[src/rtl/mem_pkg.sv]
package mem_pkg;

    // one bus word, data or byte address.
    typedef logic [31:0] word_t;

    // cycle count, mtime and mtimecmp.
    typedef logic [63:0] time_t;

    // region nibble that selects the timer registers.
    localparam logic [3:0] mmio_base = 4'hf;

    // register selects, address bits 3..2.
    localparam logic [1:0] mmio_mtime_lo    = 2'd0;
    localparam logic [1:0] mmio_mtime_hi    = 2'd1;
    localparam logic [1:0] mmio_mtimecmp_lo = 2'd2;
    localparam logic [1:0] mmio_mtimecmp_hi = 2'd3;

    typedef struct packed {
        logic [3:0]  region;
        logic [25:0] index;   // word index.
        logic [1:0]  offset;
    } ram_addr_t;

    typedef struct packed {
        logic [3:0]  region;
        logic [23:0] unused;
        logic [1:0]  sel;     // timer register.
        logic [1:0]  offset;
    } mmio_addr_t;

    // same address word seen as RAM or as a timer register.
    typedef union packed {
        ram_addr_t  ram;
        mmio_addr_t mmio;
    } bus_addr_u;

endpackage

[src/rtl/mem_bus_arbiter.sv]
`timescale 1ns/1ps

module mem_bus_arbiter (
    input  logic           clk_in,
    input  logic           rst_n,
    input  logic           i_req_valid,
    output logic           i_req_ready,
    input  mem_pkg::word_t i_req_addr,
    output logic           i_resp_valid,
    output mem_pkg::word_t i_resp_rdata,
    input  logic           d_req_valid,
    output logic           d_req_ready,
    input  mem_pkg::word_t d_req_addr,
    input  logic           d_req_wen,
    input  mem_pkg::word_t d_req_wdata,
    output logic           d_resp_valid,
    output mem_pkg::word_t d_resp_rdata,
    output logic           mem_req_valid,
    input  logic           mem_req_ready,
    output mem_pkg::word_t mem_req_addr,
    output logic           mem_req_wen,
    output mem_pkg::word_t mem_req_wdata,
    input  logic           mem_resp_valid,
    input  mem_pkg::word_t mem_resp_rdata
);

    logic owner_valid;
    logic owner_is_d;
    logic idle;
    logic accept;

    assign idle = !owner_valid;

    // data side has fixed priority.
    assign mem_req_valid = idle && (d_req_valid || i_req_valid);
    assign mem_req_addr  = d_req_valid ? d_req_addr : i_req_addr;
    assign mem_req_wen   = d_req_valid && d_req_wen;       // fetch never writes.
    assign mem_req_wdata = d_req_valid ? d_req_wdata : '0;

    assign d_req_ready = idle && mem_req_ready;
    assign i_req_ready = idle && mem_req_ready && !d_req_valid;

    assign accept = mem_req_valid && mem_req_ready;

    always_ff @(posedge clk_in or negedge rst_n) begin
        if (!rst_n) begin
            owner_valid <= 1'b0;
            owner_is_d  <= 1'b0;
        end else if (accept) begin
            owner_valid <= 1'b1;
            owner_is_d  <= d_req_valid;
        end else if (mem_resp_valid) begin
            owner_valid <= 1'b0;   // response releases the bus.
        end
    end

    // response goes back to whoever holds the bus.
    assign d_resp_valid = mem_resp_valid && owner_valid && owner_is_d;
    assign i_resp_valid = mem_resp_valid && owner_valid && !owner_is_d;
    assign d_resp_rdata = mem_resp_rdata;
    assign i_resp_rdata = mem_resp_rdata;

    a_one_owner: assert property (@(posedge clk_in) disable iff (!rst_n)
        accept |=> (!mem_req_valid until mem_resp_valid));

    a_resp_owned: assert property (@(posedge clk_in) disable iff (!rst_n)
        mem_resp_valid |-> owner_valid);

endmodule

[config.mk]
export PLATFORM = sky130hd
export DESIGN_NAME = mem_bus_arbiter
export DESIGN_NICKNAME = d
export VERILOG_FILES = /design/src/rtl/mem_pkg.sv /design/src/rtl/mem_bus_arbiter.sv
export SDC_FILE = /design/constraint.sdc
export NUM_CORES = 1
export LEC_CHECK = 0
export ABC_CLOCK_PERIOD_IN_PS = 900
export BUFFER_PORTS_ARGS = -buffer_cell sky130_fd_sc_hd__buf_2
export CAP_MARGIN = 20
export CORE_AREA = 2 2 104 106
export CTS_BUF_LIST = sky130_fd_sc_hd__clkbuf_8
export DETAILED_ROUTE_END_ITERATION = 10
export DIE_AREA = 0 0 106 108
export PLACE_DENSITY_LB_ADDON = 0.05
export SLEW_MARGIN = 20
export SYNTH_ARGS = -nofsm -noshare
export SYNTH_HDL_FRONTEND = slang
export SYNTH_SLANG_ARGS = --single-unit
[constraint.sdc]
create_clock -name clk_in -period 0.9 [get_ports clk_in]
set_input_delay 0.045 -clock clk_in [delete_from_list [all_inputs] [get_ports clk_in]]
set_output_delay 0.045 -clock clk_in [all_outputs]
set_load 0.02 [all_outputs]
==> results.cfg <==
[run_status]
status = finished with violations
violations = negative setup slack

[cts]
clk_pin_slew_ns = 0.03
clk_latency_ns = 0.21
clkSinkCount = 2
cts-root-buf = clkbuf_8
clock_path_buffers = 2
cts_tree = built
cts_buffers = 3
htreeDepth = 1

[cells_and_area]
nets = 404
final.fill_count = 1162
area_growth_pct = 69.2
layoutNonFillerInstCount = 403
antenna_cells = 0
drive_gt1_share_pct = 85.0
final_cell_mix = buf_2, and2_1, mux2_2, buf_6, buf_4
layout_commonest_cell = buf_2

[synth]
ys_seq_area_share_pct = 4.08
syn-cell-area_um2 = 1230
syn_inst = 150
syn_nets = 285
synth_cell_type_count = 14
avgSynthCellArea_um2 = 8.18
yosysWarningCount = 0
ys_ff_latch = 2

[grt]
overflow = 0
grt_pass1_vias = 1370
grt_usage_pct = 8.98
grt_pass1_wl_um = 7650
grt_max_degree = 15
antenna_found_initial = 0

[drt]
via_count = 1389
via_per_inst = 3.45
antenna_left = 0
wl_um = 5620
drc = 0
wire_per_inst_um = 13.9
dr.pass1.iters = 3
drt_iter0_drc = 33

[power]
power_density_nw_per_um2 = 817
power.total_mw = 1.70
ir_worst_vdd_mv = 0.203
leakagePower_nw = 1.14

[die]
core_area_um2 = 10200
dieArea_um2 = 11400
ios = 269
fp.dieH_um = 108
rows = 37
die_x_um = 106
start_util_pct = 12.0

[place]
dp_cells = 392
numPortBuffers = 172
post-place-ws_ns = -0.0615
routabilityCongestion = 0.734
dp_hpwl_um = 4600

[critical_path]
path_cells = buf_6 > and3_4 > buf_6
worst-setup-path-type = flip-flop to output port
critPathMostFrequentCell = buf_6
slowest_stage = dfrtp_1
end_kind = output port
slowest_delay_ns = 0.38
path_delay_family = flip-flops
cp_max_fo = 3
worst_ep_required_time_ns = 0.85
cp.arrival_ns = 0.99
worstPathBufferInverterCount = 2
start_kind = flip-flop

[sta]
clock_skew_ns = 0.000682
rsz0062_at_grt = true
max_slew_margin_pct = 83.5
tns_ns = -0.649
period_share_pct = 115
drv_slew = 0
fmax_mhz = 963
setup_viol = 6
setup_ws_ns = -0.139
min_period_ns = 1.04
worstMarginPinSlew_ns = 0.247
hold_violations = 0

[hold_path]
min_path_type = primary input to output port

[flow_run]
maxCapViolCount = 0
[final timing paths]
kind / start / endpoint / slack [ns] / depth (start not counted)
min in group asynchronous: rst_n / owner_is_d / 0.19 / 2
max in group asynchronous: rst_n / owner_valid / 0.61 / 2
worst min-delay path: mem_resp_rdata[5] / d_resp_rdata[5] / 0.09 / 0
worst max register to register: owner_valid / owner_is_d / -0.09 / 3
worst min register to register: owner_is_d / owner_is_d / 0.59 / 1
worst max-delay path: owner_valid / d_resp_valid / -0.14 / 3
[state kept, by name, summed over array words and instances (netlist names)]
name,flops
owner_valid,1
owner_is_d,1
[cells in the mapped netlist]
cell | number | share of area, %
a22o_1 | 1 | 0.71
and2_1 | 33 | 17
and3_1 | 1 | 0.51
buf_2 | 1 | 0.41
buf_4 | 65 | 40
buf_6 | 5 | 4.6
dfrtp_1 | 2 | 4.1
inv_1 | 2 | 0.61
mux2_2 | 32 | 29
nand2_1 | 1 | 0.31
nand2b_1 | 1 | 0.51
nand3b_1 | 1 | 0.61
nor2_1 | 4 | 1.2
o22ai_1 | 1 | 0.51
[cell type report]
type                            count  area [um2]  share of cell area [%]
Timing Repair Buffer              185        1140                    54.9
Inverter                            2        10.0                   0.482
Tap cell                          136         170                    8.19
Clock buffer                        3        41.3                    1.99
Sequential cell                     2        50.0                    2.41
Multi-Input combinational cell     75         666                    32.0
[cells by family (layout without fill, tap and decap cells)]
logic type / after synthesis / in the layout / synth area share [%]
buffers and inverters: 73 / 190 / 45.4
AND/OR/NAND/NOR: 41 / 41 / 20.0
multiplexers: 32 / 32 / 29.4
AO/OA/AOI/OAI: 2 / 2 / 1.22
flip-flops: 2 / 2 / 4.08
[where the power goes]
part	internal, mW	switching [mW]
Clock	0.282	0.0672
Sequential	0.108	0.0202
Combinational	0.628	0.591
Total	1.02	0.678
[repair_timing]
action                                  in CTS  in global routing
hold endpoints to repair                     2                  0
gates resized for setup                     22                 12
buffers inserted                             3                  0
hold buffers                                 1                  0
pin swaps                                    0                  1
endpoints found under the setup margin      46                  7
cloned                                       4                  0
[routing by layer]
layer	GRT usage [%]	vias to the layer above	share of wire, %
met5	0	-	0
met1	7.55	578	30
met2	18.2	138	55
met3	4.34	14	14
li1	-	659	-
met4	3.01	0	1.4
[through the flow]
step                      util, %  cell area, um2  hold WS (ns)
after global routing         20.3            2080        0.0900
after CTS                    19.9            2030        0.0581
after global placement       17.4            1780        -0.164
final                        20.3            2080        0.0900
after floorplan                 -            1240        -0.251
after detailed placement     17.4            1780        -0.161
No activity file was read; power rests on OpenSTA's default activity.
