--- src/rtl/mem_pkg.sv ---
package mem_pkg;

    // one bus word, data or byte address.
    typedef logic [31:0] word_t;

    // cycle count, mtime and mtimecmp.
    typedef logic [63:0] time_t;

    // region nibble that selects the timer registers.
    localparam logic [3:0] mmio_base = 4'hf;

    // register selects, address bits 3..2.
    localparam logic [1:0] mmio_mtime_lo    = 2'd0;
    localparam logic [1:0] mmio_mtime_hi    = 2'd1;
    localparam logic [1:0] mmio_mtimecmp_lo = 2'd2;
    localparam logic [1:0] mmio_mtimecmp_hi = 2'd3;

    typedef struct packed {
        logic [3:0]  region;
        logic [25:0] index;   // word index.
        logic [1:0]  offset;
    } ram_addr_t;

    typedef struct packed {
        logic [3:0]  region;
        logic [23:0] unused;
        logic [1:0]  sel;     // timer register.
        logic [1:0]  offset;
    } mmio_addr_t;

    // same address word seen as RAM or as a timer register.
    typedef union packed {
        ram_addr_t  ram;
        mmio_addr_t mmio;
    } bus_addr_u;

endpackage

--- src/rtl/mmio_cntr.sv ---
`timescale 1ns/1ps

module mmio_cntr (
    input  logic           clk_in,
    input  logic           rst_n,
    input  logic           d_req_valid,
    output logic           d_req_ready,
    input  mem_pkg::word_t d_req_addr,
    input  logic           d_req_wen,
    input  mem_pkg::word_t d_req_wdata,
    output logic           d_resp_valid,
    output mem_pkg::word_t d_resp_rdata,
    output logic           m_req_valid,
    input  logic           m_req_ready,
    output mem_pkg::word_t m_req_addr,
    output logic           m_req_wen,
    output mem_pkg::word_t m_req_wdata,
    input  logic           m_resp_valid,
    input  mem_pkg::word_t m_resp_rdata,
    input  mem_pkg::time_t mtime,
    output mem_pkg::time_t mtimecmp
);
    import mem_pkg::*;

    bus_addr_u addr_u;
    logic      is_mmio;
    logic      fwd_busy;      // forwarded access waiting for memory.
    logic      t_acc;
    logic      t_resp_valid;
    word_t     t_resp_rdata;
    word_t     t_rd;

    assign addr_u  = d_req_addr;
    assign is_mmio = (addr_u.mmio.region == mmio_base);
    assign t_acc   = d_req_valid && is_mmio && !fwd_busy;

    assign d_req_ready = is_mmio ? !fwd_busy : m_req_ready;

    // ram accesses go out word aligned.
    assign m_req_valid = d_req_valid && !is_mmio;
    assign m_req_addr  = {addr_u.ram.region, addr_u.ram.index, 2'b00};
    assign m_req_wen   = d_req_wen;
    assign m_req_wdata = d_req_wdata;

    always_comb begin
        case (addr_u.mmio.sel)
            mmio_mtime_lo:    t_rd = mtime[31:0];
            mmio_mtime_hi:    t_rd = mtime[63:32];
            mmio_mtimecmp_lo: t_rd = mtimecmp[31:0];
            default:          t_rd = mtimecmp[63:32];
        endcase
    end

    always_ff @(posedge clk_in or negedge rst_n) begin
        if (!rst_n) begin
            fwd_busy     <= 1'b0;
            t_resp_valid <= 1'b0;
            mtimecmp     <= '1;
        end else begin
            if (m_req_valid && m_req_ready) begin
                fwd_busy <= 1'b1;
            end else if (m_resp_valid) begin
                fwd_busy <= 1'b0;
            end
            t_resp_valid <= t_acc;
            if (t_acc && d_req_wen) begin
                // mtime itself is read only.
                if (addr_u.mmio.sel == mmio_mtimecmp_lo) begin
                    mtimecmp[31:0] <= d_req_wdata;
                end else if (addr_u.mmio.sel == mmio_mtimecmp_hi) begin
                    mtimecmp[63:32] <= d_req_wdata;
                end
            end
        end
    end

    always_ff @(posedge clk_in) begin
        if (t_acc) begin
            t_resp_rdata <= d_req_wen ? '0 : t_rd;   // writes answer zero.
        end
    end

    assign d_resp_valid = t_resp_valid || m_resp_valid;
    assign d_resp_rdata = t_resp_valid ? t_resp_rdata : m_resp_rdata;

    a_resp_has_access: assert property (@(posedge clk_in) disable iff (!rst_n)
        d_resp_valid |-> (fwd_busy || $past(t_acc)));

endmodule

--- config.mk ---
export PLATFORM = sky130hd
export DESIGN_NAME = mmio_cntr
export DESIGN_NICKNAME = d
export VERILOG_FILES = /design/src/rtl/mem_pkg.sv /design/src/rtl/mmio_cntr.sv
export SDC_FILE = /design/constraint.sdc
export NUM_CORES = 1
export LEC_CHECK = 0
export BUFFER_PORTS_ARGS = -buffer_cell sky130_fd_sc_hd__buf_4
export CORE_AREA = 3 3 127 129
export CTS_CLUSTER_SIZE = 24
export DETAILED_ROUTE_END_ITERATION = 6
export DIE_AREA = 0 0 130 132
export PLACE_DENSITY_LB_ADDON = 0.15
export SETUP_SLACK_MARGIN = 0.05
export SLEW_MARGIN = 20
export SYNTH_ARGS = -nofsm -noshare
export SYNTH_HDL_FRONTEND = slang
export SYNTH_SLANG_ARGS = --single-unit
--- constraint.sdc ---
create_clock -name clk_in -period 2.3 [get_ports clk_in]
set_clock_uncertainty 0.15 [all_clocks]
set_input_delay 0.46 -clock clk_in [delete_from_list [all_inputs] [get_ports clk_in]]
set_output_delay 0.46 -clock clk_in [all_outputs]
set_load 0.03 [all_outputs]
==> metrics.txt <==
total clock buffers created by CTS=9; largest net degree at the start of global routing=38; Worst VDD drop=0.313 mV; Starting DRT DRC Count=86; Synth Instances=359; CP max FO=25; Crit Path Class=reg -> out; RR Endpoint=mtimecmp[0]; Leakage Power=3.44 nW; antenna cells=0; Post-synth EDFFs=32; GRT Util Overall=18.3%; area delta synth->final=38.9%; Pre-antenna DRT Iters=4; Netlist cell types=25; # setup viols final=0; port buffer count=277; grt ovf=0; CP Launch Type=flop; # IOs=330; share of cells above drive strength 1=80.6%; post-synthesis area per instance=15.4 um2; core area=0.0151 mm2; clock slew seen by the registers of the worst setup and hold paths=70 ps; reg2reg path depth=4; Initial Util=36.6%; DRC viols=0; Period minus WS final=2080 ps; antenna violations before repair=0; drt wl/cell=20.3 um; Worst-Skew Late Latency=340 ps; Setup TNS=0 ps; fmax=480 MHz; CTS H-tree depth=3; yosys warns=0; CTS Buffer Depth=2; TritonCTS clock tree=done; DR vias/cell=4.83; register bit total from synthesis=98; final core occ=50.8%; Root Driver=clkbuf_16; Worst Hold End=mtimecmp[52]; r2r setup slk=530 ps; crit end category=output port; power per cell area=593 mW/mm2; antenna viol nets, final=0; Die Footprint=0.0172 mm2; first-pass GRT wire length=23700 um; period utilization=90.6%; DIE WIDTH=130 um; via count=3715; final hold violation count=0; DRT Wirelength=15600 um; clock sinks=98; number of global-route vias before repair=4188; CP required=1690 ps; row cnt=45; Mapped Area=0.00554 mm2; status=finished clean; max-slew violation count=0; nets=742; Async SR Flop Fraction=67.3%; Hold Path Class=in -> reg; DP HPWL=11800 um; max-cap viol count=0; unrepaired setup endpoints after global routing=no; min-delay src=d_req_wdata[20]; Worst EP arrival=1470 ps; Synth Flop Type=dfstp_2; GPL Wtd Cong=0.814; Chip Height=132 um; sequential area share after synthesis=48.6%; reg2reg start=fwd_busy; hold depth=2; CTS resizes=0
## layer usage
layer / part of all wire [%] / wire [um] / track usage [%]
met1: 39 / 6140 / 21.6
met5: 0 / 0 / 0
met3: 6.7 / 1050 / 3.73
met4: 2.2 / 346 / 6.93
met2: 52 / 8080 / 32.3
## where the power goes
group	total [mW]	switching (mW)	internal (mW)
clock	1.49	0.633	0.860
sequential	2.00	0.0636	1.94
combinational	1.07	0.540	0.535
total	4.57	1.24	3.33
## cell usage after synthesis (2+ instances only)
master | instances | share of area (%)
mux2_1 | 34 | 6.9
mux2_4 | 30 | 8.1
dfrtp_1 | 2 | 0.90
and2_1 | 2 | 0.23
buf_2 | 6 | 0.54
clkbuf_1 | 8 | 0.54
mux4_2 | 32 | 13
buf_4 | 68 | 9.2
buf_6 | 2 | 0.41
edfxtp_1 | 32 | 17
mux2_2 | 32 | 6.5
nor2b_1 | 33 | 3.7
dfstp_2 | 64 | 30
buf_8 | 3 | 0.81
## how the worst max path moves through the flow
stage / start / endpoint / cells past startpoint
final: t_resp_valid / d_resp_rdata[22] / 3
after detailed placement: d_req_addr[3] / mtimecmp[31] / 5
after floorplan: d_req_addr[30] / t_resp_rdata[0] / 2
after CTS: t_resp_valid / d_resp_rdata[25] / 3
after global placement: d_req_addr[3] / mtimecmp[31] / 5
after global routing: t_resp_valid / d_resp_rdata[25] / 3
## state kept, by name, summed over array words and instances (netlist names)
register,count
t_resp_rdata,32
fwd_busy,1
mtimecmp,64
t_resp_valid,1
## cell type report
type	count	area (um2)
clock buffers	15	289
inverters	1	3.75
well taps	188	235
flip-flops and latches	98	2690
clock inverters	1	5.00
fillers	1337	7450
repair buffers	292	2260
multi-input cells	174	2210
## placed cells by master, fill, tap and decap left out
| cell type | n |
|---|---|
| nand4_1 | 1 |
| dlygate4sd3_1 | 1 |
| clkbuf_1 | 3 |
| clkbuf_16 | 10 |
| and2_4 | 1 |
| and4b_2 | 1 |
| and4_1 | 1 |
| mux2_1 | 34 |
| nor2b_1 | 33 |
| dfrtp_1 | 1 |
| a22o_1 | 1 |
| or2_2 | 1 |
| mux2_2 | 32 |
| buf_4 | 286 |
| edfxtp_1 | 32 |
| nand2_1 | 1 |
| and2_1 | 1 |
| dfstp_2 | 64 |
| dfrtp_2 | 1 |
| mux4_2 | 32 |
| inv_1 | 1 |
| clkinv_2 | 1 |
| and2_2 | 1 |
| conb_1 | 2 |
| mux2_4 | 30 |
| nand4_2 | 1 |
| clkbuf_8 | 2 |
| o21ai_0 | 1 |
| buf_12 | 5 |
## per-stage QoR
step	setup WS (ps)	total power [mW]	instance area (um2)	instances	hold slack, ps
2_1_floorplan	248	2.72	5550	360	14.4
3_3_place_gp	294	3.11	7390	751	274
3_5_place_dp	287	3.12	7390	751	289
4_1_cts	179	4.63	7700	769	190
5_1_grt	138	4.76	7700	769	193
6_report	216	4.57	7700	769	206
## cells by family (layout without fill, tap and decap cells)
group                  Yosys count  after routing  share of synthesized area [%]
flip-flops                      98             98                           48.6
buffers and inverters           88            309                           11.6
multiplexers                   128            128                           34.5
AO/OA/AOI/OAI                    2              2                          0.248
AND/OR/NAND/NOR                 42             42                           4.97
other                            1              2                         0.0677
## timing repair
item	CTS	global route
endpoints found under the hold margin	2	0
hold buffers	1	0
buffers inserted	1	0
setup endpoints to repair	24	0
## worst max-delay path: stages (launching register included)
cell and delay [ps]:
dfrtp_2 390, buf_12 190, mux2_2 350, buf_4 170
No activity file was read; power rests on OpenSTA's default activity.
