$ cat src/rtl/mem_pkg.sv
package mem_pkg;

    // one bus word, data or byte address.
    typedef logic [31:0] word_t;

    // cycle count, mtime and mtimecmp.
    typedef logic [63:0] time_t;

    // region nibble that selects the timer registers.
    localparam logic [3:0] mmio_base = 4'hf;

    // register selects, address bits 3..2.
    localparam logic [1:0] mmio_mtime_lo    = 2'd0;
    localparam logic [1:0] mmio_mtime_hi    = 2'd1;
    localparam logic [1:0] mmio_mtimecmp_lo = 2'd2;
    localparam logic [1:0] mmio_mtimecmp_hi = 2'd3;

    typedef struct packed {
        logic [3:0]  region;
        logic [25:0] index;   // word index.
        logic [1:0]  offset;
    } ram_addr_t;

    typedef struct packed {
        logic [3:0]  region;
        logic [23:0] unused;
        logic [1:0]  sel;     // timer register.
        logic [1:0]  offset;
    } mmio_addr_t;

    // same address word seen as RAM or as a timer register.
    typedef union packed {
        ram_addr_t  ram;
        mmio_addr_t mmio;
    } bus_addr_u;

endpackage

$ cat src/rtl/mem_timer.sv
`timescale 1ns/1ps

module mem_timer #(
    parameter int FMAX_MHZ = 27
) (
    input  logic           clk_in,
    input  logic           rst_n,
    output mem_pkg::time_t cycle,
    output mem_pkg::time_t mtime
);

    // prescaler needs at least one bit even at 1 MHz.
    localparam int PRE_W = (FMAX_MHZ > 1) ? $clog2(FMAX_MHZ) : 1;
    localparam logic [PRE_W-1:0] PRE_LAST = PRE_W'(FMAX_MHZ - 1);

    logic [PRE_W-1:0] presc;
    logic             tick_us;

    assign tick_us = (presc == PRE_LAST);

    always_ff @(posedge clk_in or negedge rst_n) begin
        if (!rst_n) begin
            cycle <= '0;
        end else begin
            cycle <= cycle + 64'd1;
        end
    end

    // one mtime step per microsecond.
    always_ff @(posedge clk_in or negedge rst_n) begin
        if (!rst_n) begin
            presc <= '0;
            mtime <= '0;
        end else if (tick_us) begin
            presc <= '0;
            mtime <= mtime + 64'd1;
        end else begin
            presc <= presc + 1'b1;
        end
    end

endmodule

$ cat config.mk
export PLATFORM = sky130hd
export DESIGN_NAME = mem_timer
export DESIGN_NICKNAME = d
export VERILOG_FILES = /design/src/rtl/mem_pkg.sv /design/src/rtl/mem_timer.sv
export SDC_FILE = /design/constraint.sdc
export NUM_CORES = 1
export LEC_CHECK = 0
export BUFFER_PORTS_ARGS = -buffer_cell sky130_fd_sc_hd__buf_2
export CORE_MARGIN = 2
export CORE_UTILIZATION = 36
export CTS_BUF_LIST = sky130_fd_sc_hd__clkbuf_2 sky130_fd_sc_hd__clkbuf_4 sky130_fd_sc_hd__clkbuf_8
export DETAILED_ROUTE_END_ITERATION = 8
export SLEW_MARGIN = 20
export SYNTH_ARGS = -nofsm -noshare
export SYNTH_HDL_FRONTEND = slang
export SYNTH_SLANG_ARGS = --single-unit
$ cat constraint.sdc
create_clock -name clk_in -period 2.5 [get_ports clk_in]
set_input_delay 0.25 -clock clk_in [delete_from_list [all_inputs] [get_ports clk_in]]
set_output_delay 0.25 -clock clk_in [all_outputs]
set_load 0.01 [all_outputs]
==> run summary <==
For this block, the routed nets add up to 13.99 mm of wire. The length of the first detailed-routing pass in iterations came out at 4. The gate count after technology mapping is 569. The worst setup slack before clock tree synthesis came out at 0.2681 ns. The core region is 0.01718 mm2. The depth of the worst register-to-register path came out at 7. The final global-route overflow total came out at 0. The clock tree root driver cell is sky130_fd_sc_hd__clkbuf_8. The H-tree depth reported by CTS is 4. The number of flops mapped to enable cells by yosys came out at 0. The critical path endpoint category is a flip-flop. The most frequently used cell type in the post-synthesis netlist is sky130_fd_sc_hd__dfrtp_1. The via count of the first global-routing pass is 4593. The count of endpoints failing hold in the final timing report came out at 0. The path class of the tightest hold or removal check is input port to async pin.

The share of the Yosys chip area taken by registers is 52.88%. The number of max-slew violations in the final report was 0. After clock tree synthesis, the clock-pin slew on the worst setup and hold paths is 0.07 ns. TritonCTS built the clock tree. Data on the critical path is required at its endpoint by 2.85 ns. The number of maximum-capacitance constraint violations is 0.

The finished layout holds 952 standard cells, fillers aside. The post-layout minimum cycle time is 2.247 ns. The count of nets left with antenna violations after detail routing came out at 0. The number of placed instances with taps included came out at 921.

Setup repair after global routing left no endpoint under its margin. The count of inserted antenna diode cells is 0. The number of antenna violations at the first check in global routing came to 0. The dominant cell type by area after synthesis is sky130_fd_sc_hd__dfrtp_1. Input and output buffers added on the ports amount to 129. The first global-routing pass estimated 23.01 mm of wire. The TritonCTS sink count came out at 133. Yosys printed 0 warnings. The type of the worst setup path is flip-flop to flip-flop.

The cell area after layout came out at 0.007587 mm2. The setup slack of the critical path after layout came out at 0.2533 ns. For the pin with the worst max-slew slack, the measured transition is 0.7553 ns. The leakage power total came out at 3.843 nW.

The number of DRC violations after detailed routing came out at 0. The fmax came out at 445.1 MHz. The number of nets in the layout is 722. The later pin in the worst-skew pair is clocked with a latency of 0.44 ns. The category of the worst setup path launch point is a flip-flop.

The average vias per placed instance came out at 4.926. The number of nets produced by synthesis came out at 575. The total cell area at the placement stage came out at 0.007228 mm2. Sorting the synthesized cells by how often they occur yields sky130_fd_sc_hd__dfrtp_1, sky130_fd_sc_hd__xnor2_1, sky130_fd_sc_hd__xor2_1. The count of vias placed by the detailed router is 4690. The overall die width is 136.2 um. The relative area change from synthesis to final layout came out at 20.56%. The setup-violating endpoint count in the final report came out at 0.

The largest fanout of any net on the critical path is 10. For this run, the share of the core covered by cells in the final layout is 44.17%. The first routing iteration left 249 violations. The power density relative to cell area came out at 502.1 mW/mm2. The placer congestion estimate is 0.8244. The floorplan step set the die height to 136.2 um.

Power comes to 3.810 mW. The worst hold slack after final layout came out at 0.4539 ns. The share of the synthesized area in the top cell type is 52.88%. The die area is 0.01856 mm2. The total setup buffers inserted after CTS came out at 0.

Of the cells placed in the final design, the portion with a size suffix greater than 1 is 28.06%. The worst relative slew slack came out at 49.64%. The flow ran to the end, and the final reports show no timing, DRC or antenna violations. Entering global routing, the biggest net connects 134 pins. After floorplanning, the core was divided into 48 placement rows.

The arrival time of data at the critical path endpoint came out at 2.60 ns. The total track usage is 15.69%. The synthesized area per cell came out at 11.06 um2. The number of buffers created by CTS is 17. The sum of negative setup slack is 0 ns. Once the floorplan was initialized, standard cells occupied 36.64% of the core. Dividing the final minimum period by the clock period gives 89.87%. Summed over all nets, the half-perimeter wirelength after detailed placement is 10.00 mm. VDD sags by at most 289.6 uV. By area the synthesized netlist is led by sky130_fd_sc_hd__dfrtp_1, sky130_fd_sc_hd__xnor2_1, sky130_fd_sc_hd__xor2_1, sky130_fd_sc_hd__nand3_1, sky130_fd_sc_hd__nand2_1. The number of top-level design ports is 130. The most used flip-flop cell after synthesis is sky130_fd_sc_hd__dfrtp_1. In the final routed layout, each cell accounts on average for 14.69 um. The flip-flop and latch count after synthesis came out at 133. The distinct cell type count after synthesis is 35. The post-route clock skew came out at 0.01613 ns. The worst register-to-register path ends at mtime[43]. The buffer levels on the longest clock path is 2. The total standard cell area after synthesis is 0.006294 mm2. For flop-to-flop paths, the worst setup slack is 0.25 ns.

For this run, asynchronously set or reset flops after synthesis account for 100.0%. The startpoint identified for the worst register-to-register timing path is presc[0].
==> critical path, cell delays in order (launching register included) <==
cell and delay (ns):
sky130_fd_sc_hd__dfrtp_1 0.41, sky130_fd_sc_hd__inv_1 0.07, sky130_fd_sc_hd__ha_1 0.21, sky130_fd_sc_hd__nand4b_4 0.18, sky130_fd_sc_hd__nor4_4 0.40, sky130_fd_sc_hd__nand4_2 0.39
sky130_fd_sc_hd__nor3_1 0.32, sky130_fd_sc_hd__xor2_1 0.18
==> worst max-delay path by stage <==
stage | startpoint | end | slack [ns] | cells after the start
2_1_floorplan | presc[0] | mtime[63] | 0.61 | 7
3_3_place_gp | presc[0] | mtime[63] | 0.35 | 7
3_5_place_dp | presc[0] | mtime[63] | 0.27 | 7
4_1_cts | presc[0] | mtime[43] | 0.25 | 7
5_1_grt | presc[0] | mtime[43] | 0.02 | 7
6_report | presc[0] | mtime[43] | 0.25 | 7
==> sequential cells by signal, summed over array words and instances, names as in the netlist <==
name,count
presc,5
mtime,64
cycle,64
==> power by group <==
group	switching, mW	total (mW)	internal (mW)
Sequential	0	2.15	2.15
Combinational	0.0407	0.0460	0.00527
Clock	0.782	1.61	0.831
Total	0.822	3.81	2.99
==> cell type report <==
type / count / area, um2
clock buffer: 26 / 326.6
sequential: 133 / 3328
timing repair buffer: 138 / 730.7
tap: 225 / 281.5
inverter: 24 / 90.09
clock inverter: 4 / 22.52
fill: 1692 / 9589
multi-input combinational: 402 / 2808
==> metal layers <==
| layer | wire [um] | vias up | track usage (%) |
|---|---|---|---|
| met5 | 0 | - | 0 |
| met4 | 154 | 0 | 5.150 |
| met3 | 902 | 16 | 5.481 |
| met2 | 6374 | 122 | 23.67 |
| met1 | 6557 | 2310 | 21.08 |
| li1 | - | 2242 | - |
==> repair_timing <==
action / in CTS / in global routing
gates resized for setup: 0 / 0
hold endpoints to repair: 133 / 0
setup endpoints to repair: 0 / 0
hold buffers: 1 / 0
==> cell usage in the layout, fill, tap and decap left out, types with 4 or more instances in the layout <==
cell type	count
sky130_fd_sc_hd__nand2_1	57
sky130_fd_sc_hd__clkbuf_8	21
sky130_fd_sc_hd__buf_2	128
sky130_fd_sc_hd__and4_1	5
sky130_fd_sc_hd__xnor2_1	69
sky130_fd_sc_hd__clkbuf_4	5
sky130_fd_sc_hd__nor4_2	6
sky130_fd_sc_hd__and3_1	13
sky130_fd_sc_hd__nor4_4	5
sky130_fd_sc_hd__nand4_2	5
sky130_fd_sc_hd__buf_4	8
sky130_fd_sc_hd__nand3_1	45
sky130_fd_sc_hd__dfrtp_1	133
sky130_fd_sc_hd__nor4_1	18
sky130_fd_sc_hd__xor2_1	58
sky130_fd_sc_hd__nand4_1	26
sky130_fd_sc_hd__inv_1	24
sky130_fd_sc_hd__nor2_1	40
sky130_fd_sc_hd__nor3_1	20
sky130_fd_sc_hd__ha_1	4
sky130_fd_sc_hd__nor3_2	11
==> kinds of logic after synthesis <==
kind of cell	Yosys count	share of synthesized area, %
AND/OR/NAND/NOR	268	25.77
flip-flops	133	52.88
XOR/XNOR	127	17.67
buffers and inverters	34	2.505
adder cells (fa/ha/maj)	4	0.7953
AO/OA/AOI/OAI	2	0.2186
multiplexers	1	0.1591
Note: power is estimated with default switching activity, not from simulation.
